### src/rtl/mem_subsys_cfg.svh
`ifndef MEM_SUBSYS_CFG_SVH
`define MEM_SUBSYS_CFG_SVH

////////////////////////////////////////
// Address map
////////////////////////////////////////

// RAM window, decoded as (addr & ~mask) == base
`define MEM_RAM_BASE 32'h4000_0000
`define MEM_RAM_MASK 32'h000F_FFFF

// Two halves of the free-running cycle timer
`define MEM_TIMER_LO 32'h3000_0000
`define MEM_TIMER_HI 32'h3000_0004

////////////////////////////////////////
// Memory
////////////////////////////////////////

// Depth in 32-bit words
`define MEM_RAM_WORDS 1024

// Emulated latency stages for every RAM access
`define MEM_RAM_DELAY 16

////////////////////////////////////////
// Program loader
////////////////////////////////////////

// Clocks per UART bit, short for simulation
`define MEM_CLKS_PER_BIT 16

// Byte that starts program mode
`define MEM_PROG_START 8'hA5

`endif

### src/rtl/mem_subsys_pkg.sv
`include "mem_subsys_cfg.svh"

package mem_subsys_pkg;

  // Word index width of the RAM
  localparam int RAM_AW = $clog2(`MEM_RAM_WORDS);

  ////////////////////////////////////////
  // iomem bus
  ////////////////////////////////////////

  // Request from the bus master, wstrb of zero is a read
  typedef struct packed {
    logic        valid;
    logic [3:0]  wstrb;
    logic [31:0] addr;
    logic [31:0] wdata;
  } iomem_req_t;

  // Response, rdata only meaningful while ready is high
  typedef struct packed {
    logic        ready;
    logic [31:0] rdata;
  } iomem_rsp_t;

  ////////////////////////////////////////
  // RAM access port
  ////////////////////////////////////////

  typedef struct packed {
    logic              rd_en;
    logic [3:0]        wr_strb;
    logic [RAM_AW-1:0] addr;
    logic [31:0]       wdata;
  } ram_port_t;

endpackage

### src/rtl/iomem_fabric.sv
`timescale 1ns/1ns
`include "mem_subsys_cfg.svh"

module iomem_fabric (
  input  logic                       clk_i,
  input  logic                       rst_n,
  input  mem_subsys_pkg::iomem_req_t bus_req_i,
  output mem_subsys_pkg::iomem_rsp_t bus_rsp_o,
  output mem_subsys_pkg::ram_port_t  ram_o,
  input  logic [31:0]                ram_rdata_i
);

  import mem_subsys_pkg::*;

  localparam int DELAY = `MEM_RAM_DELAY;

  logic             ram_sel;
  logic             tlo_sel;
  logic             thi_sel;
  logic             ready;
  logic             ram_done;
  logic             ram_pend_q;
  logic [DELAY-1:0] ram_shift_q;
  logic [63:0]      timer_q;

  ////////////////////////////////////////
  // Address decode
  ////////////////////////////////////////

  assign ram_sel = (bus_req_i.addr & ~`MEM_RAM_MASK) == `MEM_RAM_BASE;
  assign tlo_sel = (bus_req_i.addr == `MEM_TIMER_LO);
  assign thi_sel = (bus_req_i.addr == `MEM_TIMER_HI);

  // Non-RAM targets answer in the request cycle
  assign ready    = bus_req_i.valid & (ram_sel ? ram_shift_q[DELAY-1] : 1'b1);
  assign ram_done = ready & ram_sel;

  ////////////////////////////////////////
  // RAM latency emulation
  ////////////////////////////////////////

  // Pending while a RAM request waits for ready
  always_ff @(posedge clk_i) begin
    if (!rst_n) begin
      ram_pend_q <= 1'b0;
    end else begin
      ram_pend_q <= bus_req_i.valid & ram_sel & ~ready;
    end
  end

  // Pending flag walks through the delay line, cleared per transfer
  always_ff @(posedge clk_i) begin
    if (!rst_n) begin
      ram_shift_q <= '0;
    end else if (ram_done) begin
      ram_shift_q <= '0;
    end else begin
      ram_shift_q <= {ram_shift_q[DELAY-2:0], ram_pend_q};
    end
  end

  // Writes land only on the ready edge
  always_comb begin
    ram_o.rd_en   = bus_req_i.valid & ram_sel & ~(|bus_req_i.wstrb);
    ram_o.wr_strb = ram_done ? bus_req_i.wstrb : 4'h0;
    ram_o.addr    = bus_req_i.addr[RAM_AW+1:2];
    ram_o.wdata   = bus_req_i.wdata;
  end

  ////////////////////////////////////////
  // Cycle timer
  ////////////////////////////////////////

  always_ff @(posedge clk_i) begin
    if (!rst_n) begin
      timer_q <= 64'h0;
    end else begin
      timer_q <= timer_q + 64'h1;
    end
  end

  ////////////////////////////////////////
  // Response
  ////////////////////////////////////////

  always_comb begin
    bus_rsp_o.ready = ready;
    if (ram_sel) begin
      bus_rsp_o.rdata = ram_rdata_i;
    end else if (tlo_sel) begin
      bus_rsp_o.rdata = timer_q[31:0];
    end else if (thi_sel) begin
      bus_rsp_o.rdata = timer_q[63:32];
    end else begin
      // Unmapped reads as zero
      bus_rsp_o.rdata = 32'h0;
    end
  end

endmodule

### config.mk
export PLATFORM = sky130hd
export DESIGN_NAME = iomem_fabric
export DESIGN_NICKNAME = d
export VERILOG_FILES = /design/src/rtl/mem_subsys_pkg.sv /design/src/rtl/iomem_fabric.sv
export VERILOG_INCLUDE_DIRS = /design/src /design/src/rtl
export SDC_FILE = /design/constraint.sdc
export NUM_CORES = 1
export LEC_CHECK = 0
export BUFFER_PORTS_ARGS = -buffer_cell sky130_fd_sc_hd__buf_2
export CORE_MARGIN = 2
export CORE_UTILIZATION = 35
export CTS_BUF_LIST = sky130_fd_sc_hd__clkbuf_4 sky130_fd_sc_hd__clkbuf_8
export DETAILED_ROUTE_END_ITERATION = 6
export PLACE_DENSITY_LB_ADDON = 0.12
export SYNTH_ARGS = -nofsm -noshare
export SYNTH_HDL_FRONTEND = slang
export SYNTH_SLANG_ARGS = --single-unit
### constraint.sdc
create_clock -name clk_i -period 3.6 [get_ports clk_i]
set_input_delay 0.36 -clock clk_i [delete_from_list [all_inputs] [get_ports clk_i]]
set_output_delay 0.36 -clock clk_i [all_outputs]
set_load 0.02 [all_outputs]
==> flow_summary.yaml <==
status:
  status: "finished clean"
clocking:
  ctsResizeCount: 0
  clockBufferDepth: 2
  path_clk_slew_ns: 0.09
  clk_latency_ns: 0.37
  clock-root-buffer: "clkbuf_8"
  clock-sinks: 81
  cts_tree: "built"
  cts_hold_buf: 0
  cts_setup_buffers: 0
  numCtsBuffers: 9
  htree_levels: 3
flow_run:
  cap_viol_max_count: 0
global_routing:
  antenna_found_initial: 0
  busiest_layer: "met2"
  use_met2: 0.290
  grtUsageTotal: 0.174
  grt_pass1_vias: 4073
  grt_max_degree: 64
  grt_pass1_wl_mm: 19.8
  use_met1: 0.219
  grt.overflow.total: 0
  use_met3: 0.0381
timing:
  hold_viol_final: 0
  fin_skew_ns: 0.0116
  hold_slack_ns: 0.267
  period_minus_slack_ns: 2.57
  fin_tns_setup_ns: 0
  finalSetupViolCount: 0
  tightest_slew_ns: 0.961
  finalCritPeriodShare: 0.713
  slew_viol_final: 0
  timing.fmax_ghz: 0.389
  rsz0062_at_grt: "false"
  maxSlewHeadroom: 0.359
layout:
  fin_area_mm2: 0.00519
  final_cell_mix: "buf_2 (118), dfxtp_1 (81), nand2_1 (56)"
  utilization: 0.408
  fin_cells: 807
  multi_input_area_mm2: 0.00248
  syn2layout_area_growth_pct: 13.2
  diodes: 0
  regArea_mm2: 0.00162
  fin_nets: 734
  drive_gt1_frac: 0.246
  fillers: 1358
  layout_commonest_cell: "buf_2"
worst_setup_path:
  worst-path-buf-inv: 0
  start_kind: "flip-flop"
  cp.arrival_ns: 2.86
  crit_chain: "and4_1 -> and2_1 -> nand4_1 -> or4_1 -> a21oi_1"
  path_class: "reg2reg"
  end_kind: "flip-flop"
  rrSetupSlack_ns: 1.03
  cpPeakStageDelay_ns: 0.66
  slowest_stage: "or4_1"
  required_ns: 3.89
  cp_top_family: "simple AND/OR/NAND/NOR gates"
  crit_path_max_fanout: 16
power:
  power.net_switching_mw: 0.399
  p_sw_frac: 0.245
  clockPowerShare: 0.388
  peakVddDrop_mv: 0.264
  p_comb_frac: 0.058
  leakage_nw: 1.99
  p_int_mw: 1.23
  p_seq_frac: 0.554
  p_per_area_mw_per_mm2: 314
detailed_routing:
  routed_wirelength_mm: 12.1
  num_vias: 4197
  wl_per_cell_um: 15.0
  drtAntennaViolNets: 0
  drt-initial-drc-count: 194
  viasPerCell: 5.20
  route.detailed.drc: 0
  first_pass_iters: 4
floorplan:
  ios: 183
  coreArea_mm2: 0.0127
  fp-row-count: 41
  die_h_um: 119
  chipWidth_um: 119
  design.die.area_mm2: 0.0140
  start_util: 0.361
yosys:
  synthCells: 563
  synth_nets: 667
  avgSynthCellArea_um2: 8.15
  yosysUniqueCellTypes: 38
  yosys_warnings: 0
  seq_area_frac_synth: 0.353
  ys_ff_latch: 81
  syn_area_mm2: 0.00459
place:
  dp_hpwl_mm: 8.73
  place_area_mm2: 0.00501
  dp_cells: 791
  place.gp.congestion: 0.772
  port_buffers: 118
worst_hold_path:
  hold_class: "in2reg"
[synth_stat cells, drive strengths merged]
cell type,n,area (um2)
inv,11,41.3
nand4,27,188
ha,1,12.5
or4,19,143
mux2i,32,320
nand2b,1,6.26
nor3b,1,7.51
xor2,23,201
nand4b,2,17.5
or2,2,12.5
and4,10,87.6
buf,49,363
a21oi,31,155
nor2,43,161
or3,13,81.3
nor3,6,40.0
o31ai,17,128
nand2,56,210
o41ai,1,8.76
and3,5,31.3
xnor2,7,61.3
o21ai,45,225
nor4,8,83.8
and2,25,156
clkbuf,21,78.8
a21boi,1,7.51
dfxtp,81,1620
o311ai,1,8.76
nand3,24,130
[power groups by stage]
stage	registers, mW	logic [mW]	clock network, mW
2_1_floorplan	0.922	0.104	0
3_3_place_gp	0.923	0.0960	0
3_5_place_dp	0.923	0.0965	0
4_1_cts	0.901	0.0968	0.658
5_1_grt	0.902	0.104	0.681
6_report	0.901	0.0952	0.632
[metrics by stage]
step                      setup slack [ns]  power, mW
after global placement                1.15       1.02
after detailed placement              1.08       1.02
after global routing                 0.790       1.69
after CTS                             1.04       1.66
after floorplan                       1.37       1.03
final                                 1.03       1.63
[worst paths after layout]
path                               endpoint                       from  cells past startpoint
hold reg to reg   ram_shift_q[3]$_SDFF_PP0_  ram_shift_q[2]$_SDFF_PP0_                      1
hold / removal        ram_pend_q$_SDFF_PN0_              bus_req_i[68]                      3
setup / recovery     timer_q[58]$_SDFF_PN0_     timer_q[17]$_SDFF_PN0_                      5
setup reg to reg     timer_q[58]$_SDFF_PN0_     timer_q[17]$_SDFF_PN0_                      5
[tightest hold or removal path: cells and delay by family]
kind          cells  cell delay (ns)
buf+inv           1             0.11
simple gates      2             0.12
[flip-flops by register name, summed over array words and instances (netlist names)]
signal,cells
ram_pend_q,1
timer_q,64
ram_shift_q,16
[kinds of logic after synthesis]
family,Yosys count,share of synthesized area
and+or+nand+nor,242,0.296
AOI/OAI and AO/OA,96,0.116
adders and majority gates,1,0.00273
xor gates and xnor gates,30,0.0573
muxes,32,0.0698
DFF,81,0.353
buffers and inverters,81,0.105
[area by class of cell]
type,count,share of cell area
Multi-Input combinational cell,401,0.478
Sequential cell,81,0.312
Timing Repair Buffer,126,0.125
Tap cell,172,0.0414
Clock buffer,12,0.0294
Inverter,11,0.00795
Clock inverter,4,0.00530
[metal layers]
layer / vias to the layer above / part of all wire
li1: 2091 / -
met1: 1951 / 0.46
met2: 124 / 0.47
met3: 31 / 0.050
met4: 0 / 0.020
met5: - / 0
Power figures use the tool's default switching activity.
