--- src/rtl/mem_subsys_cfg.svh ---
`ifndef MEM_SUBSYS_CFG_SVH
`define MEM_SUBSYS_CFG_SVH

////////////////////////////////////////
// Address map
////////////////////////////////////////

// RAM window, decoded as (addr & ~mask) == base
`define MEM_RAM_BASE 32'h4000_0000
`define MEM_RAM_MASK 32'h000F_FFFF

// Two halves of the free-running cycle timer
`define MEM_TIMER_LO 32'h3000_0000
`define MEM_TIMER_HI 32'h3000_0004

////////////////////////////////////////
// Memory
////////////////////////////////////////

// Depth in 32-bit words
`define MEM_RAM_WORDS 1024

// Emulated latency stages for every RAM access
`define MEM_RAM_DELAY 16

////////////////////////////////////////
// Program loader
////////////////////////////////////////

// Clocks per UART bit, short for simulation
`define MEM_CLKS_PER_BIT 16

// Byte that starts program mode
`define MEM_PROG_START 8'hA5

`endif

--- src/rtl/mem_subsys_pkg.sv ---
`include "mem_subsys_cfg.svh"

package mem_subsys_pkg;

  // Word index width of the RAM
  localparam int RAM_AW = $clog2(`MEM_RAM_WORDS);

  ////////////////////////////////////////
  // iomem bus
  ////////////////////////////////////////

  // Request from the bus master, wstrb of zero is a read
  typedef struct packed {
    logic        valid;
    logic [3:0]  wstrb;
    logic [31:0] addr;
    logic [31:0] wdata;
  } iomem_req_t;

  // Response, rdata only meaningful while ready is high
  typedef struct packed {
    logic        ready;
    logic [31:0] rdata;
  } iomem_rsp_t;

  ////////////////////////////////////////
  // RAM access port
  ////////////////////////////////////////

  typedef struct packed {
    logic              rd_en;
    logic [3:0]        wr_strb;
    logic [RAM_AW-1:0] addr;
    logic [31:0]       wdata;
  } ram_port_t;

endpackage

--- src/rtl/prog_loader.sv ---
`timescale 1ns/1ns
`include "mem_subsys_cfg.svh"

module prog_loader (
  input  logic                    clk_i,
  input  logic                    rst_n,
  input  logic                    byte_valid_i,
  input  logic [7:0]              byte_data_i,
  output mem_subsys_pkg::ram_port_t ram_wr_o,
  output logic                    cpu_rst_n_o,
  output logic                    prog_mode_o
);

  import mem_subsys_pkg::*;

  typedef enum logic [1:0] {
    LD_IDLE,
    LD_COUNT,
    LD_DATA
  } ld_state_t;

  ld_state_t state_q;
  logic [1:0]        byte_cnt_q;
  logic [31:0]       word_q;
  logic [31:0]       word_next;
  logic [31:0]       words_left_q;
  logic [RAM_AW-1:0] widx_q;
  logic              word_done;

  // Little-endian assembly, first byte ends up in bits 7:0
  assign word_next = {byte_data_i, word_q[31:8]};
  assign word_done = byte_valid_i && (byte_cnt_q == 2'd3);

  always_ff @(posedge clk_i) begin
    if (byte_valid_i) begin
      word_q <= word_next;
    end
  end

  ////////////////////////////////////////
  // Program-mode FSM
  ////////////////////////////////////////

  always_ff @(posedge clk_i) begin
    if (!rst_n) begin
      state_q          <= LD_IDLE;
      byte_cnt_q       <= '0;
      words_left_q     <= '0;
      widx_q           <= '0;
      ram_wr_o.wr_strb <= 4'h0;
    end else begin
      ram_wr_o.wr_strb <= 4'h0;
      case (state_q)
        LD_IDLE: begin
          byte_cnt_q <= '0;
          widx_q     <= '0;
          if (byte_valid_i && byte_data_i == `MEM_PROG_START) begin
            state_q <= LD_COUNT;
          end
        end
        LD_COUNT: begin
          if (byte_valid_i) begin
            byte_cnt_q <= byte_cnt_q + 1'b1;
          end
          if (word_done) begin
            words_left_q <= word_next;
            // Empty image
            state_q      <= (word_next == 32'd0) ? LD_IDLE : LD_DATA;
          end
        end
        LD_DATA: begin
          if (byte_valid_i) begin
            byte_cnt_q <= byte_cnt_q + 1'b1;
          end
          if (word_done) begin
            ram_wr_o.wr_strb <= 4'hF;
            widx_q           <= widx_q + 1'b1;
            words_left_q     <= words_left_q - 1'b1;
            if (words_left_q == 32'd1) begin
              state_q <= LD_IDLE;
            end
          end
        end
        default: state_q <= LD_IDLE;
      endcase
    end
  end

  // Write payload, latched with the last byte of each word
  always_ff @(posedge clk_i) begin
    if (state_q == LD_DATA && word_done) begin
      ram_wr_o.addr  <= widx_q;
      ram_wr_o.wdata <= word_next;
    end
  end

  // Loader never reads
  assign ram_wr_o.rd_en = 1'b0;

  assign cpu_rst_n_o = (state_q == LD_IDLE);
  assign prog_mode_o = (state_q != LD_IDLE);

endmodule

--- config.mk ---
export PLATFORM = sky130hd
export DESIGN_NAME = prog_loader
export DESIGN_NICKNAME = d
export VERILOG_FILES = /design/src/rtl/mem_subsys_pkg.sv /design/src/rtl/prog_loader.sv
export VERILOG_INCLUDE_DIRS = /design/src /design/src/rtl
export SDC_FILE = /design/constraint.sdc
export NUM_CORES = 1
export LEC_CHECK = 0
export BUFFER_PORTS_ARGS = -buffer_cell sky130_fd_sc_hd__buf_2
export CAP_MARGIN = 40
export CELL_PAD_IN_SITES_DETAIL_PLACEMENT = 0
export CELL_PAD_IN_SITES_GLOBAL_PLACEMENT = 2
export CORE_ASPECT_RATIO = 0.5
export CORE_MARGIN = 1.5
export CORE_UTILIZATION = 30
export CTS_CLUSTER_SIZE = 10
export DETAILED_ROUTE_END_ITERATION = 12
export PLACE_DENSITY = 0.76
export SYNTH_ARGS = -nofsm -noshare
export SYNTH_HDL_FRONTEND = slang
export SYNTH_SLANG_ARGS = --single-unit
--- constraint.sdc ---
create_clock -name clk_i -period 3.1 [get_ports clk_i]
set_input_delay 0.465 -clock clk_i [delete_from_list [all_inputs] [get_ports clk_i]]
set_output_delay 0.465 -clock clk_i [all_outputs]
set_load 0.005 [all_outputs]
==> flow_summary.toml, run 1 <==
[status]
status = "completed"

[sta]
worstMarginPinSlew_ps = 592
hold_violations = 0
fin_crit_sh_pct = 73.2
clock_skew_ps = 13.7
period_needed_ps = 2270
hold_ws_ps = 281
slew_viol_final = 0
rsz0062_at_grt = "no"
fin_tns_setup_ps = 0
setup_violations = 0
slew_headroom_pct = 60.2
max_freq_mhz = 441
layout_setup_ws_ps = 831

[synthesis]
synthTopCellsByArea = "edfxtp_1 40%, dfxtp_1 19%, a21oi_1 3.5%, nor2_1 3.0%, o21ai_0 2.6%"
synth-main-ff-cell = "edfxtp_1"
synth_edf_count = 66
synth_top_area_share_pct = 40.2
ys_warn_count = 0
synth.cell_area_um2 = 4940
yosys.cell_types.count = 62
synth_fp_nets = 472
synthCells = 454
ys_seq_area_share_pct = 59.2
syn_area_per_cell_um2 = 10.9
async_flop_share_pct = 0
post-synth-top-area-cell = "edfxtp_1"
ys_seq_elements = 113

[critical_path]
cp_top_family = "simple AND/OR/NAND/NOR gates"
worstSetupEndpointType = "register"
crit_chain = "inv_1, ha_1, or4b_2, nor4_1, a31oi_1, a31oi_1, o21ai_0"
cp_slowest_stage_delay_ps = 650
critPathLaunch = "words_left_q[0]"
cp.buffers_inverters = 1
cp_common_cell = "a31oi_1"
worst-path-max-fanout = 5
cp-start-kind = "register"
cp.arrival_ps = 2560
crit_required_ps = 3390
slowest_stage = "or4b_2"
setup.worst_path.class = "register to register"
reg2reg_from = "words_left_q[0]"

[floorplanning]
die_area_um2 = 17300
ios = 60
core_area_um2 = 15700
die_width_um = 184
start_util_pct = 31.4
num_rows = 32
fp.dieH_um = 93.7

[layout]
antennaDiodeCount = 0
nets = 539
drive_gt1_share_pct = 22.7
layout_common_cells = "66 x edfxtp_1, 58 x buf_2, 47 x dfxtp_1"
final_common_cell = "edfxtp_1"
design_area_um2 = 6140
area_growth_pct = 24.5

[global_route]
antenna_found_initial = 1
grt_pass1_wl_um = 21100
gr-usage-all-layers_pct = 16.6
gr-total-overflow = 0
grt_max_degree = 41
grt_pass1_vias = 3647

[placed_design]
pre_cts_ws_ps = 869
portBuffers = 58
place_area_um2 = 5520
dp_hpwl_um = 9380
place.gp.congestion = 0.789

[pwr]
vdd_drop_max_mv = 0.311
p_leak_nw = 2.22
p_total_mw = 3.81
power.density_nw_per_um2 = 621

[clock_network]
cts_tree = "yes"
clk_pin_slew_ps = 60
cts_buffers = 17
cts_buffer_depth = 2
ctsResizeCount = 0
cts.htree.levels = 4
cts_setup_buffers = 0
hold_buffers = 0
root_buffer = "clkbuf_16"
clk_latency_ps = 420
cts.sink_count = 113

[hold_path]
hold_class = "input pin to register"
hold_start = "byte_data_i[4]"

[detailed_routing]
routed_wl_um = 13700
ant_nets = 0
vias = 3900
wire_per_inst_um = 18.2
drc_errors = 0
drt-pass1-iter-count = 5
viasPerCell = 5.17
drt_first_iter_violations = 332

[flow_run]
drv_cap = 0
[metrics by stage]
stage | cells | utilization, %
after global placement | 723 | 35.1
after floorplan | 454 | -
after global routing | 755 | 39.1
final | 755 | 39.1
after detailed placement | 723 | 35.1
after CTS | 755 | 39.1
[metal layers]
layer / share of wire, % / vias to the layer above / global-route usage, %
met5: 0 / - / 0
met4: 1.1 / 0 / 6.83
li1: - / 1880 / -
met2: 44 / 107 / 24.3
met1: 50 / 1900 / 23.6
met3: 4.9 / 13 / 3.45
[cells by family after synthesis]
logic type	share of synthesized area, %
DFF	59.2
xor gates and xnor gates	0.355
buffers and inverters	3.19
other	0.0760
AOI/OAI and AO/OA	16.1
adders and majority gates	1.77
muxes	1.12
and+or+nand+nor	18.2
[cells in the mapped netlist, drive strengths merged, types with 3 or more instances]
master	n
edfxtp	66
dfxtp	47
nor2	40
a21oi	35
nand2	32
o21ai	26
clkbuf	17
nand3	15
nand4	15
nor3	15
a31oi	12
nor4	12
inv	10
or3	10
buf	8
ha	7
and3	6
o211ai	6
and2	5
or4	5
a211oi	4
a21o	4
a2bb2oi	4
mux2	4
nor2b	3
o21a	3
o311ai	3
o31ai	3
[final timing paths]
path                       to  slack, ps  cells after the start
max          words_left_q[24]        830                      7
min              ram_wr_o[28]        280                      1
max reg2reg  words_left_q[24]        830                      7
min reg2reg      ram_wr_o[41]        460                      0
[cell type report]
| type | count | area (µm²) |
|---|---|---|
| repair buffers | 73 | 415 |
| flip-flops and latches | 113 | 2920 |
| well taps | 221 | 277 |
| clock inverters | 15 | 198 |
| inverters | 12 | 45.0 |
| multi-input cells | 304 | 1860 |
| clock buffers | 17 | 425 |
| fillers | 1549 | 9590 |
[flip-flops by register name, indices dropped and copies added (netlist names)]
| register | count |
|---|---|
| byte_cnt_q | 2 |
| ram_wr_o | 43 |
| state_q | 2 |
| widx_q | 10 |
| word_q | 24 |
| words_left_q | 32 |
[report_power, final]
group          internal, mW  switching (mW)
registers              1.62          0.0299
logic                0.0330          0.0687
clock network          1.29           0.773
total                  2.94           0.872
Power figures use the tool's default switching activity.
==> run 2: changes to the inputs <==
==> constraint.sdc (replaced) <==
create_clock -name clk_i -period 2.2 [get_ports clk_i]
set_input_delay 0.33 -clock clk_i [delete_from_list [all_inputs] [get_ports clk_i]]
set_output_delay 0.33 -clock clk_i [all_outputs]
set_load 0.005 [all_outputs]
==> run 2 against run 1 <==
Compared with the run above:
- clock-buffer cell count is the same
- largest power group unchanged
- sequential share of layout area decreased by 0.80 points
- combinational power up 46%
- sequential power is 41% higher
- clock skew fell by 3.1 ps
- critical path depth is 1 higher
- via count grew 3.2%
==> flow_summary.toml, run 2 (same netlist as run 1, synthesis figures left out) <==
[hold_path]
whs_path_depth = 1
hold_class = "input pin to register"

[layout]
antennaDiodeCount = 0
drive_gt1_share_pct = 24.9
regMostFlops = "ram_wr_o"
layout_common_cells = "66 x edfxtp_1, 58 x buf_2, 47 x dfxtp_1"
finalNonFillerCells = 771
final_common_cell = "edfxtp_1"
top_regs = "ram_wr_o x43, words_left_q x32, word_q x24"
area_growth_pct = 26.6
final_util_pct = 39.7
design_area_um2 = 6250
nets = 555
largest_reg_flops = 43

[clock_network]
root_buffer = "clkbuf_16"
cts_buffers = 17
clk_pin_slew_ps = 60
cts.sink_count = 113
clk_latency_ps = 420
cts_buffer_depth = 2
cts.htree.levels = 4
hold_buffers = 0
cts_tree = "yes"

[pwr]
vdd_drop_max_mv = 0.447
p_total_mw = 5.08
power.density_nw_per_um2 = 813
p_leak_nw = 2.28

[sta]
fin_tns_setup_ps = 0
fin_crit_sh_pct = 93.1
hold_violations = 0
period_needed_ps = 2050
max_freq_mhz = 488
slew_viol_final = 0
hold_ws_ps = 157
layout_setup_ws_ps = 153
rsz0062_at_grt = "no"
setup_violations = 0
clock_skew_ps = 10.6

[critical_path]
worst-path-max-fanout = 4
cp.arrival_ps = 2340
rrSetupSlack_ps = 150
cp.buffers_inverters = 2
cp_slowest_stage_delay_ps = 660
cp_top_family = "simple AND/OR/NAND/NOR gates"
crit_required_ps = 2490
cp.depth = 8
setup.worst_path.class = "register to register"
r2r_cells = 8
cp_common_cell = "a31oi_1"
worstSetupEndpointType = "register"
cp-start-kind = "register"
slowest_stage = "or4b_2"
crit_chain = "inv_1, ha_1, or4b_2, nor4_4, buf_4, a31oi_1, a31oi_1, o21ai_0"

[global_route]
grt_pass1_vias = 3865
gr-usage-all-layers_pct = 17.2
gr-total-overflow = 0
grt_pass1_wl_um = 22200
antenna_found_initial = 0
grt_max_degree = 49

[status]
status = "completed"

[detailed_routing]
drt_first_iter_violations = 305
wl_met1_um = 6780
highest_layer = "met4"
viasPerCell = 5.22
vias = 4023
drt-pass1-iter-count = 5
routed_wl_um = 14100
drc_errors = 0
wire_per_inst_um = 18.4
ant_nets = 0
dr_wl_met3_um = 820
met2_length_um = 6390

[floorplanning]
core_area_um2 = 15700
fp.dieH_um = 93.7
die_width_um = 184
ios = 60
num_rows = 32
die_area_um2 = 17300
start_util_pct = 31.4

[placed_design]
dp_hpwl_um = 9490
portBuffers = 58
pre_cts_ws_ps = 114
place.gp.congestion = 0.827
place_area_um2 = 5670
placedCellCount = 739

[flow_run]
drv_cap = 0
-- run 2: report_power, final --
group	total (mW)	switching, mW	internal, mW
clock network	2.61	1.05	1.56
logic	0.149	0.0975	0.0511
registers	2.32	0.0423	2.28
-- run 2: final cells by class --
class                      count  area [µm²]
fill                        1529        9490
sequential                   113        2920
multi-input combinational    304        1880
timing repair buffer          89         561
clock buffer                  17         425
tap                          221         277
clock inverter                15         131
inverter                      12        50.0
-- run 2: repair_timing --
item,CTS,global route
gates resized for setup,0,3
endpoints found under the setup margin,0,2
buffers inserted,0,0
-- run 2: path summary, 6_finish.rpt --
check / start / endpoint
setup / recovery: words_left_q[0] / words_left_q[24]
hold / removal: byte_data_i[1] / ram_wr_o[25]
setup reg to reg: words_left_q[0] / words_left_q[24]
hold reg to reg: widx_q[9] / ram_wr_o[41]
-- run 2: routing by layer --
layer | track usage (%) | up-vias
met1 | 25.0 | 1972
li1 | - | 1916
met2 | 25.3 | 123
met3 | 3.64 | 12
met4 | 5.94 | 0
met5 | 0 | -
