[src/rtl/mem_subsys_cfg.svh]
`ifndef MEM_SUBSYS_CFG_SVH
`define MEM_SUBSYS_CFG_SVH

////////////////////////////////////////
// Address map
////////////////////////////////////////

// RAM window, decoded as (addr & ~mask) == base
`define MEM_RAM_BASE 32'h4000_0000
`define MEM_RAM_MASK 32'h000F_FFFF

// Two halves of the free-running cycle timer
`define MEM_TIMER_LO 32'h3000_0000
`define MEM_TIMER_HI 32'h3000_0004

////////////////////////////////////////
// Memory
////////////////////////////////////////

// Depth in 32-bit words
`define MEM_RAM_WORDS 1024

// Emulated latency stages for every RAM access
`define MEM_RAM_DELAY 16

////////////////////////////////////////
// Program loader
////////////////////////////////////////

// Clocks per UART bit, short for simulation
`define MEM_CLKS_PER_BIT 16

// Byte that starts program mode
`define MEM_PROG_START 8'hA5

`endif

[src/rtl/uart_byte_rx.sv]
`timescale 1ns/1ns
`include "mem_subsys_cfg.svh"

module uart_byte_rx (
  input  logic       clk_i,
  input  logic       rst_n,
  input  logic       rx_i,
  output logic       byte_valid_o,
  output logic [7:0] byte_data_o
);

  localparam int CLKS = `MEM_CLKS_PER_BIT;
  localparam int CW   = $clog2(CLKS);

  typedef enum logic [1:0] {
    ST_IDLE,
    ST_START,
    ST_DATA,
    ST_STOP
  } rx_state_t;

  rx_state_t state_q;
  logic [1:0]    sync_q;
  logic          rx_s;
  logic [CW-1:0] clk_cnt_q;
  logic [2:0]    bit_cnt_q;
  logic [7:0]    shift_q;

  // Two-flop synchronizer, line idles high
  always_ff @(posedge clk_i) begin
    if (!rst_n) begin
      sync_q <= 2'b11;
    end else begin
      sync_q <= {sync_q[0], rx_i};
    end
  end

  assign rx_s = sync_q[1];

  always_ff @(posedge clk_i) begin
    if (!rst_n) begin
      state_q      <= ST_IDLE;
      clk_cnt_q    <= '0;
      bit_cnt_q    <= '0;
      byte_valid_o <= 1'b0;
    end else begin
      byte_valid_o <= 1'b0;
      case (state_q)
        ST_IDLE: begin
          clk_cnt_q <= '0;
          bit_cnt_q <= '0;
          if (!rx_s) begin
            state_q <= ST_START;
          end
        end
        // Wait half a bit, then check the start bit is still low
        ST_START: begin
          if (clk_cnt_q == CW'(CLKS / 2 - 1)) begin
            clk_cnt_q <= '0;
            state_q   <= rx_s ? ST_IDLE : ST_DATA;
          end else begin
            clk_cnt_q <= clk_cnt_q + 1'b1;
          end
        end
        // Sample mid-bit, LSB first
        ST_DATA: begin
          if (clk_cnt_q == CW'(CLKS - 1)) begin
            clk_cnt_q <= '0;
            bit_cnt_q <= bit_cnt_q + 1'b1;
            if (bit_cnt_q == 3'd7) begin
              state_q <= ST_STOP;
            end
          end else begin
            clk_cnt_q <= clk_cnt_q + 1'b1;
          end
        end
        ST_STOP: begin
          if (clk_cnt_q == CW'(CLKS - 1)) begin
            clk_cnt_q <= '0;
            state_q   <= ST_IDLE;
            // Framing error drops the byte
            byte_valid_o <= rx_s;
          end else begin
            clk_cnt_q <= clk_cnt_q + 1'b1;
          end
        end
        default: state_q <= ST_IDLE;
      endcase
    end
  end

  // Data shift register
  always_ff @(posedge clk_i) begin
    if (state_q == ST_DATA && clk_cnt_q == CW'(CLKS - 1)) begin
      shift_q <= {rx_s, shift_q[7:1]};
    end
  end

  assign byte_data_o = shift_q;

endmodule

[config.mk]
export PLATFORM = sky130hd
export DESIGN_NAME = uart_byte_rx
export DESIGN_NICKNAME = d
export VERILOG_FILES = /design/src/rtl/uart_byte_rx.sv
export VERILOG_INCLUDE_DIRS = /design/src /design/src/rtl
export SDC_FILE = /design/constraint.sdc
export NUM_CORES = 1
export LEC_CHECK = 0
export BUFFER_PORTS_ARGS = -buffer_cell sky130_fd_sc_hd__buf_2
export CAP_MARGIN = 20
export CORE_ASPECT_RATIO = 1.2
export CORE_UTILIZATION = 40
export DETAILED_ROUTE_END_ITERATION = 12
export PLACE_DENSITY = 0.57
export SLEW_MARGIN = 20
export SYNTH_ARGS = -nofsm -noshare
export SYNTH_HDL_FRONTEND = slang
export SYNTH_SLANG_ARGS = --single-unit
[constraint.sdc]
create_clock -name clk_i -period 1.7 [get_ports clk_i]
set_input_delay 0.085 -clock clk_i [delete_from_list [all_inputs] [get_ports clk_i]]
set_output_delay 0.085 -clock clk_i [all_outputs]
set_load 0.03 [all_outputs]
==> results by group, run 1 <==
Critical path
  • FF-to-FF Start: clk_cnt_q[0]
  • Required @ worst endpoint: 1.68 ns
  • WS Path Type: reg2reg
  • CP Launch Type: flop
  • CP cell instances: ha_1, and4b_4, and2_1
  • Slowest library cell on the worst path: dfxtp_1
  • Worst Path Arrival: 1.54 ns
  • Crit-path max FO: 8
  • Path depth of the worst reg2reg path: 3
  • Worst path bufs/invs: 0
  • Reg2reg end: byte_data_o[2]
  • CP Capture Type: flop
  • Reg2reg setup slack: 0.13 ns
  • CP peak stage delay: 0.37 ns
  • Cell family with most CP delay: simple AND/OR/NAND/NOR gates

Floorplan
  • I/O pins: 12
  • Core Rows: 17
  • Die area: 2140 sq um
  • Die X: 42.4 um
  • Initial Utilization: 0.427
  • Die H: 50.4 um
  • Placeable Area: 1830 sq um

Detailed routing
  • Via/cell ratio: 5.34
  • Pre-antenna DRT Iters: 4
  • ANT nets after route: 0
  • Routed WL per cell: 13.5 um
  • Routed WL: 1340 um
  • DRT iter0 DRCs: 11
  • DRC Markers: 0
  • Vias: 529

Layout
  • Number of diodes: 0
  • Total Nets Final: 87
  • Area added between synthesis and finish: 13.9%
  • Share of cells above drive strength 1: 0.213

Clocking
  • CTS Buffer Depth: 2
  • CTS sink count: 20
  • Clk Latency, worst-skew pair: 0.29 ns
  • CTS tree: built
  • H-Tree Depth: 1
  • Cts bufs inserted: 3
  • Postcts setup bufs: 0
  • Root Buffer: clkbuf_4
  • CTS clk-pin slew, worst paths: 0.10 ns
  • Post-cts resize count: 0

Power
  • Clock share of power: 0.298
  • Leakage Power: 0.351 nW
  • Int Pwr: 0.000594 W
  • Sequential share of power: 0.675
  • Sw Pwr: 0.000150 W
  • Peak VDD IR: 0.000395 V
  • PD cells: 835 nW/um^2
  • Comb pwr share: 0.027
  • Switching part of the total: 0.202

Timing
  • Final Hold Vio Count: 0
  • Post-Route Skew: 0.00150 ns
  • Post-route setup TNS: 0 ns
  • Period minus WS final: 1.57 ns
  • Max-slew headroom: 0.782
  • Slew @ Worst Pin: 0.327 ns
  • Final setup viols: 0
  • RSZ-0062 raised after global routing: false
  • Fmax: 639 MHz
  • Final hold slack: 0.0923 ns
  • Tcrit/Tclk final: 0.921
  • Final Max Tran Viols: 0

Logic synthesis
  • Post-synthesis sequential area ratio: 0.614
  • YS warnings: 0
  • Area fraction of the dominant cell type after synthesis: 0.307
  • FF+latch count, synth: 20
  • Mapped cell area: 782 sq um
  • Syn Area/Cell: 12.0 sq um
  • Post-synth top area cell: dfxtp_1
  • Synth top area cells: dfxtp_1 (31%), edfxtp_1 (31%), ha_1 (4.8%), nand3_1 (4.5%), nor2_1 (3.4%)
  • Netlist cell types: 25
  • Syn Nets: 71
  • Synth Instances: 65

Worst hold path
  • Worst hold stages: 2
  • Hold Crit Class: in2reg
  • WHS Endpoint: sync_q[0]
  • HP Start: rst_n

Global route
  • Vias in the first global route: 487
  • Antenna violations before repair: 0
  • Total grt overflow: 0
  • Largest net degree at the start of global routing: 16
  • First-pass GRT wire length: 2280 um
  • GRT Overall Usage: 0.150

Placed design
  • PortBufs: 11
  • Placer Congestion: 0.744
  • Post-DP HPWL: 913 um

Job
  • MaxCap Viol Count: 0

Run status
  • Status: complete, no violations
-- cells in the mapped netlist --
cell type / number
o21ai_0: 1
and2_1: 1
nor2_1: 7
buf_2: 2
a32oi_1: 1
nand2_1: 1
nand4b_1: 1
edfxtp_1: 8
and3_1: 1
and4b_4: 1
ha_1: 3
o21a_1: 1
o21ai_1: 1
o22ai_1: 1
nand2b_1: 2
nand4_1: 4
inv_1: 2
o221a_1: 2
xnor2_1: 2
buf_6: 1
and3b_1: 1
nand3_1: 7
xor2_1: 1
dfxtp_1: 12
nand3b_1: 1
-- placed cells by master, fill, tap and decap left out, types with 2 or more instances in the layout --
cell type / count
o221a_1: 2
ha_1: 3
buf_4: 2
nand4_1: 4
inv_1: 2
nand2b_1: 2
buf_2: 11
xnor2_1: 2
dfxtp_1: 12
clkbuf_4: 3
edfxtp_1: 8
nor2_1: 7
nand3_1: 7
-- through the flow --
stage / instance area, sq um / total power [W] / setup WS [ns] / cells / utilization
floorplan: 782 / 0.000525 / 0.265 / 65 / -
global placement: 855 / 0.000530 / 0.183 / 94 / 0.467
detailed placement: 855 / 0.000531 / 0.128 / 94 / 0.467
CTS: 891 / 0.000755 / 0.113 / 99 / 0.487
global route: 891 / 0.000778 / 0.0123 / 99 / 0.487
finish: 891 / 0.000743 / 0.135 / 99 / 0.487
-- final cells by class --
| type | count | area, sq um |
|---|---|---|
| multi-input combinational | 40 | 273 |
| fill | 178 | 938 |
| tap | 19 | 23.8 |
| inverter | 2 | 7.51 |
| sequential | 20 | 480 |
| clock buffer | 3 | 22.5 |
| timing repair buffer | 14 | 80.1 |
| clock inverter | 1 | 3.75 |
-- flip-flops by register name (all words and copies together), names as in the netlist, named ones only --
name	count
bit_cnt_q	3
byte_data_o	8
byte_valid_o	1
clk_cnt_q	4
state_q	1
sync_q	2
-- layer usage --
| metal | vias to the layer above | share of wire | global-route usage |
|---|---|---|---|
| met4 | 0 | 0.0075 | 0.0938 |
| li1 | 271 | - | - |
| met2 | 16 | 0.53 | 0.244 |
| met1 | 240 | 0.43 | 0.186 |
| met5 | - | 0 | 0 |
| met3 | 2 | 0.039 | 0.0216 |
-- logic make-up (layout without fill, tap and decap cells) --
group | after synthesis | after routing | share of synthesized area
DFF | 20 | 20 | 0.614
AOI/OAI and AO/OA | 7 | 7 | 0.0704
buffers and inverters | 5 | 20 | 0.0368
and+or+nand+nor | 27 | 27 | 0.197
xor gates and xnor gates | 3 | 3 | 0.0336
adders and majority gates | 3 | 3 | 0.0480
-- worst max-delay path by stage --
stage                            start             end  slack (ns)  depth (start not counted)
after global placement    clk_cnt_q[0]  byte_data_o[7]        0.18                          3
after CTS                 clk_cnt_q[0]  byte_data_o[0]        0.11                          3
after detailed placement  clk_cnt_q[0]  byte_data_o[0]        0.13                          3
final                     clk_cnt_q[0]  byte_data_o[2]        0.13                          3
after global routing      clk_cnt_q[0]  byte_data_o[1]        0.01                          3
after floorplan           clk_cnt_q[0]  byte_data_o[0]        0.27                          3
-- power by group through the flow --
stage	clock [W]	sequential (W)	combinational, W
3_3_place_gp	0	0.000513	0.0000178
3_5_place_dp	0	0.000513	0.0000181
4_1_cts	0.000233	0.000502	0.0000199
2_1_floorplan	0	0.000512	0.0000136
6_report	0.000222	0.000502	0.0000200
5_1_grt	0.000254	0.000502	0.0000221
-- repair_timing --
item | 4_1_cts | 5_1_grt
hold buffers | 1 | 0
hold endpoints to repair | 1 | 0
setup endpoints to repair | 0 | 0
(Power assumes the default switching activity.)
==> run 2, diff against run 1 <==
- BUFFER_PORTS_ARGS: -buffer_cell sky130_fd_sc_hd__buf_2 -> -buffer_cell sky130_fd_sc_hd__buf_4
- CORE_ASPECT_RATIO: 1.2 -> default
- CORE_UTILIZATION: 40 -> 52
- PLACE_DENSITY: 0.57 -> 0.71
==> run 2 against run 1 <==
Via count rose by 3.6%; maximum frequency fell by 3.1%; critical path depth did not move; sequential cell count did not move; sequential share of layout area fell by 2.5 points; largest cell class unchanged; count of clock-buffer cells in the layout rose by 1; clock skew rose by 0.0072 ns; cell count fell by 4.0%; die area fell by 22%; power rose by 14%.
==> results by group, run 2 (synthesized netlist as in run 1, its figures left out) <==
Run status
  • Status: complete, no violations

Clocking
  • Root Buffer: clkbuf_4
  • H-Tree Depth: 1
  • Postcts setup bufs: 0
  • CTS clk-pin slew, worst paths: 0.12 ns
  • Cts bufs inserted: 3
  • CTS tree: built
  • CTS sink count: 20
  • Clk Latency, worst-skew pair: 0.31 ns
  • Post-cts resize count: 0
  • CTS Buffer Depth: 2

Critical path
  • CP Capture Type: flop
  • WS Path Type: reg2reg
  • CP cell instances: ha_1, and4b_4, and2_1
  • CP Launch Type: flop
  • Cell family with most CP delay: simple AND/OR/NAND/NOR gates
  • CP peak stage delay: 0.37 ns
  • Worst path bufs/invs: 0
  • Crit-path max FO: 8
  • Worst Path Arrival: 1.59 ns
  • Slowest library cell on the worst path: dfxtp_1
  • Required @ worst endpoint: 1.68 ns

Floorplan
  • Die X: 40.8 um
  • I/O pins: 12
  • Die H: 40.8 um
  • Core Rows: 13
  • Placeable Area: 1350 sq um
  • Initial Utilization: 0.579
  • Die area: 1660 sq um

Detailed routing
  • ANT nets after route: 0
  • DRT iter0 DRCs: 18
  • Vias: 548
  • Via/cell ratio: 5.77
  • DRC Markers: 0
  • Routed WL: 1510 um
  • Pre-antenna DRT Iters: 4
  • Routed WL per cell: 15.9 um

Timing
  • Final hold slack: 0.0379 ns
  • Max-slew headroom: 0.756
  • Post-Route Skew: 0.00867 ns
  • Tcrit/Tclk final: 0.951
  • Final setup viols: 0
  • Slew @ Worst Pin: 0.366 ns
  • Period minus WS final: 1.62 ns
  • Final Max Tran Viols: 0
  • RSZ-0062 raised after global routing: false
  • Fmax: 619 MHz
  • Final Hold Vio Count: 0
  • Post-route setup TNS: 0 ns

Global route
  • First-pass GRT wire length: 2440 um
  • Vias in the first global route: 532
  • Antenna violations before repair: 0
  • GR peak layer: met2
  • Met3 Resource Use GR: 0.0815
  • Grt met2 use: 0.383
  • Met1 Resource Use GR: 0.284
  • GRT Overall Usage: 0.241
  • Largest net degree at the start of global routing: 16
  • Total grt overflow: 0

Placed design
  • Post-DP HPWL: 1100 um
  • Placer Congestion: 0.735
  • PortBufs: 11

Layout
  • Total Nets Final: 87
  • Multi-input gate area: 273 sq um
  • FF+latch area: 480 sq um
  • Share of cells above drive strength 1: 0.225
  • Leading cell type in the layout, fill and taps excluded: buf_4
  • Fillers: 108
  • Commonest cells after routing, fill and taps aside: buf_4 (13), dfxtp_1 (12), edfxtp_1 (8)
  • Area added between synthesis and finish: 19.5%
  • Number of diodes: 0
  • Number of flip-flops in the largest register: 8

Power
  • Leakage Power: 0.371 nW
  • PD cells: 910 nW/um^2
  • Peak VDD IR: 0.000465 V

Job
  • MaxCap Viol Count: 0

Worst hold path
  • Hold Crit Class: in2reg
[run 2: path summary, 6_finish.rpt]
| path | slack [ns] | start | end | cells past startpoint |
|---|---|---|---|---|
| worst min-delay path | 0.04 | rst_n | sync_q[0] | 2 |
| worst max register to register | 0.08 | clk_cnt_q[0] | byte_data_o[6] | 3 |
| worst min register to register | 0.42 | sync_q[0] | sync_q[1] | 1 |
| worst max-delay path | 0.08 | clk_cnt_q[0] | byte_data_o[6] | 3 |
[run 2: worst register-to-register path, stage by stage, from the launching register on]
cell	delay, ns
dfxtp_1	0.37
ha_1	0.26
and4b_4	0.29
and2_1	0.36
[run 2: metrics by stage]
stage	cell area, sq um	setup slack [ns]	std cells	utilization	total power, W
2_1_floorplan	782	0.265	65	-	0.000525
6_report	935	0.0839	95	0.692	0.000851
5_1_grt	935	0.00523	95	0.692	0.000894
3_5_place_dp	877	0.0953	90	0.650	0.000533
4_1_cts	935	0.0811	95	0.692	0.000859
3_3_place_gp	877	0.182	90	0.650	0.000532
[run 2: metal layers]
| layer | routed length [um] | vias to the layer above |
|---|---|---|
| li1 | - | 266 |
| met1 | 634 | 263 |
| met2 | 792 | 17 |
| met3 | 70 | 2 |
| met4 | 11 | 0 |
| met5 | 0 | - |
[run 2: cell type report]
type	count	share of cell area
Clock buffer	4	0.0509
Inverter	2	0.00803
Timing Repair Buffer	14	0.115
Sequential cell	20	0.514
Multi-Input combinational cell	40	0.292
Tap cell	15	0.0201
[run 2: power breakdown]
group | total [W] | switching, W | internal (W)
Combinational | 0.0000216 | 0.0000111 | 0.0000106
Sequential | 0.000502 | 0.00000305 | 0.000499
Clock | 0.000327 | 0.000147 | 0.000180
Total | 0.000851 | 0.000161 | 0.000689
[run 2: what timing repair did]
item                                   4_1_cts  5_1_grt
endpoints found under the hold margin        1        0
hold buffers                                 1        0
setup endpoints to repair                    0        0
==> run 3, diff against run 2 <==
- CELL_PAD_IN_SITES_DETAIL_PLACEMENT: default -> 1
- CELL_PAD_IN_SITES_GLOBAL_PLACEMENT: default -> 2
- CORE_ASPECT_RATIO: default -> 1.2
- CORE_UTILIZATION: 52 -> 35
==> run 3 against run 2 <==
Highest routed layer unchanged; setup slack improved by 0.12 ns; first-iteration DRC count shrank 56%; cell count grew 18%; critical path depth stayed put; wire length is 2.5% higher; sequential cell count did not move; cell area is 1.3% higher; hold slack improved by 0.022 ns; power down 12%; clock skew decreased by 0.0068 ns; global-route usage shrank 8.7 points.
==> results by group, run 3 (synthesized netlist as in run 1, its figures left out) <==
Run status
  • Status: complete, no violations

Floorplan
  • I/O pins: 12
  • Core Rows: 18
  • Placeable Area: 2070 sq um
  • Die X: 45.2 um
  • Die area: 2430 sq um
  • Die H: 53.8 um
  • Initial Utilization: 0.377

Power
  • Switching part of the total: 0.206
  • Peak VDD IR: 0.000486 V
  • Comb pwr share: 0.029
  • Clock share of power: 0.301
  • Sw Pwr: 0.000154 W
  • PD cells: 791 nW/um^2
  • Sequential share of power: 0.671
  • Int Pwr: 0.000595 W
  • Leakage Power: 0.371 nW

Layout
  • Area added between synthesis and finish: 21.1%
  • Commonest cells after routing, fill and taps aside: buf_4 (15), dfxtp_1 (12), edfxtp_1 (8)
  • Share of cells above drive strength 1: 0.232
  • Total Nets Final: 89
  • Number of diodes: 0
  • Number of flip-flops in the largest register: 8
  • Final Instance Area: 947 sq um
  • Leading cell type in the layout, fill and taps excluded: buf_4
  • Fillers: 237

Timing
  • Post-Route Skew: 0.00184 ns
  • Final setup viols: 0
  • Final Max Tran Viols: 0
  • Max-slew headroom: 0.765
  • Fmax: 670 MHz
  • Period minus WS final: 1.49 ns
  • Tcrit/Tclk final: 0.878
  • Final Hold Vio Count: 0
  • Slew @ Worst Pin: 0.352 ns
  • RSZ-0062 raised after global routing: false
  • Post-route setup TNS: 0 ns

Critical path
  • Reg2reg end: byte_data_o[4]
  • Required @ worst endpoint: 1.67 ns
  • CP Launch Type: flop
  • CP peak stage delay: 0.37 ns
  • Path depth of the worst reg2reg path: 3
  • WS Path Type: reg2reg
  • Slowest library cell on the worst path: dfxtp_1
  • Reg2reg setup slack: 0.21 ns
  • Worst Path Arrival: 1.47 ns
  • Crit-path max FO: 8
  • CP cell instances: ha_1, and4b_4, and2_1
  • CP Capture Type: flop
  • FF-to-FF Start: clk_cnt_q[0]

Detailed routing
  • DRT iter0 DRCs: 8
  • Routed WL per cell: 13.8 um
  • DRC Markers: 0
  • ANT nets after route: 0
  • Routed WL: 1550 um
  • Via/cell ratio: 4.98
  • Pre-antenna DRT Iters: 2
  • Vias: 558

Clocking
  • CTS sink count: 20
  • Root Buffer: clkbuf_4
  • CTS clk-pin slew, worst paths: 0.11 ns
  • H-Tree Depth: 1
  • Clk Latency, worst-skew pair: 0.29 ns
  • CTS Buffer Depth: 2
  • Cts bufs inserted: 3
  • CTS tree: built

Worst hold path
  • WHS Endpoint: sync_q[1]
  • Worst hold stages: 2
  • HP Start: rst_n
  • Hold Crit Class: in2reg

Global route
  • Total grt overflow: 0
  • Vias in the first global route: 572
  • First-pass GRT wire length: 2560 um
  • Antenna violations before repair: 0
  • Largest net degree at the start of global routing: 16
  • GRT Overall Usage: 0.154

Job
  • MaxCap Viol Count: 0

Placed design
  • Post-DP HPWL: 1140 um
  • PortBufs: 11
  • Placed cell areas: 911 sq um
  • Placer Congestion: 0.658
run 3: cell count changes in the layout (fill, tap and decap cells not counted):
| cell | change |
|---|---|
| clkinv_1 | +1 |
| buf_4 | +2 |
| clkbuf_16 | -1 |
run 3: worst max-delay path by stage:
stage	from	end	slack, ns	cells after the start
2_1_floorplan	clk_cnt_q[0]	byte_data_o[0]	0.27	3
3_3_place_gp	clk_cnt_q[0]	byte_data_o[3]	0.27	3
3_5_place_dp	clk_cnt_q[0]	byte_data_o[3]	0.21	3
4_1_cts	clk_cnt_q[0]	byte_data_o[4]	0.19	3
5_1_grt	clk_cnt_q[0]	byte_data_o[0]	0.12	3
6_report	clk_cnt_q[0]	byte_data_o[4]	0.21	3
run 3: final cells by class:
cell class,count,area (sq um),share of cell area
Inverter,2,7.51,0.00793
Timing Repair Buffer,16,123,0.129
Clock inverter,1,3.75,0.00396
Sequential cell,20,480,0.507
Clock buffer,3,22.5,0.0238
Tap cell,30,37.5,0.0396
Multi-Input combinational cell,40,273,0.288
run 3: through the flow:
stage | power, W | cells | hold slack [ns] | utilization | setup WS (ns)
finish | 0.000749 | 112 | 0.0598 | 0.457 | 0.207
global route | 0.000782 | 112 | 0.0568 | 0.457 | 0.121
detailed placement | 0.000533 | 107 | 0.275 | 0.440 | 0.212
CTS | 0.000759 | 112 | 0.0550 | 0.457 | 0.190
global placement | 0.000532 | 107 | 0.270 | 0.440 | 0.268
floorplan | 0.000525 | 65 | 0.158 | - | 0.265
run 3: critical path, delay by kind of cell, from the launching register on:
family	cells	cell delay (ns)
flip-flops	1	0.37
AND/OR/NAND/NOR	2	0.62
adder cells (fa/ha/maj)	1	0.18
run 3: repair_timing:
item	CTS	global route
resized for setup	0	0
setup buffers	0	0
hold endpoints to repair	1	0
hold buffers	1	0
run 3: power groups by stage:
stage | logic (W) | clock network [W] | registers, W
3_3_place_gp | 0.0000191 | 0 | 0.000513
4_1_cts | 0.0000216 | 0.000235 | 0.000503
2_1_floorplan | 0.0000136 | 0 | 0.000512
6_report | 0.0000214 | 0.000225 | 0.000502
3_5_place_dp | 0.0000197 | 0 | 0.000514
5_1_grt | 0.0000238 | 0.000255 | 0.000503
run 3: per-layer routing:
metal / routed length [um] / GRT usage
met1: 680 / 0.166
met2: 792 / 0.268
met3: 40 / 0.0302
met4: 33 / 0.106
met5: 0 / 0
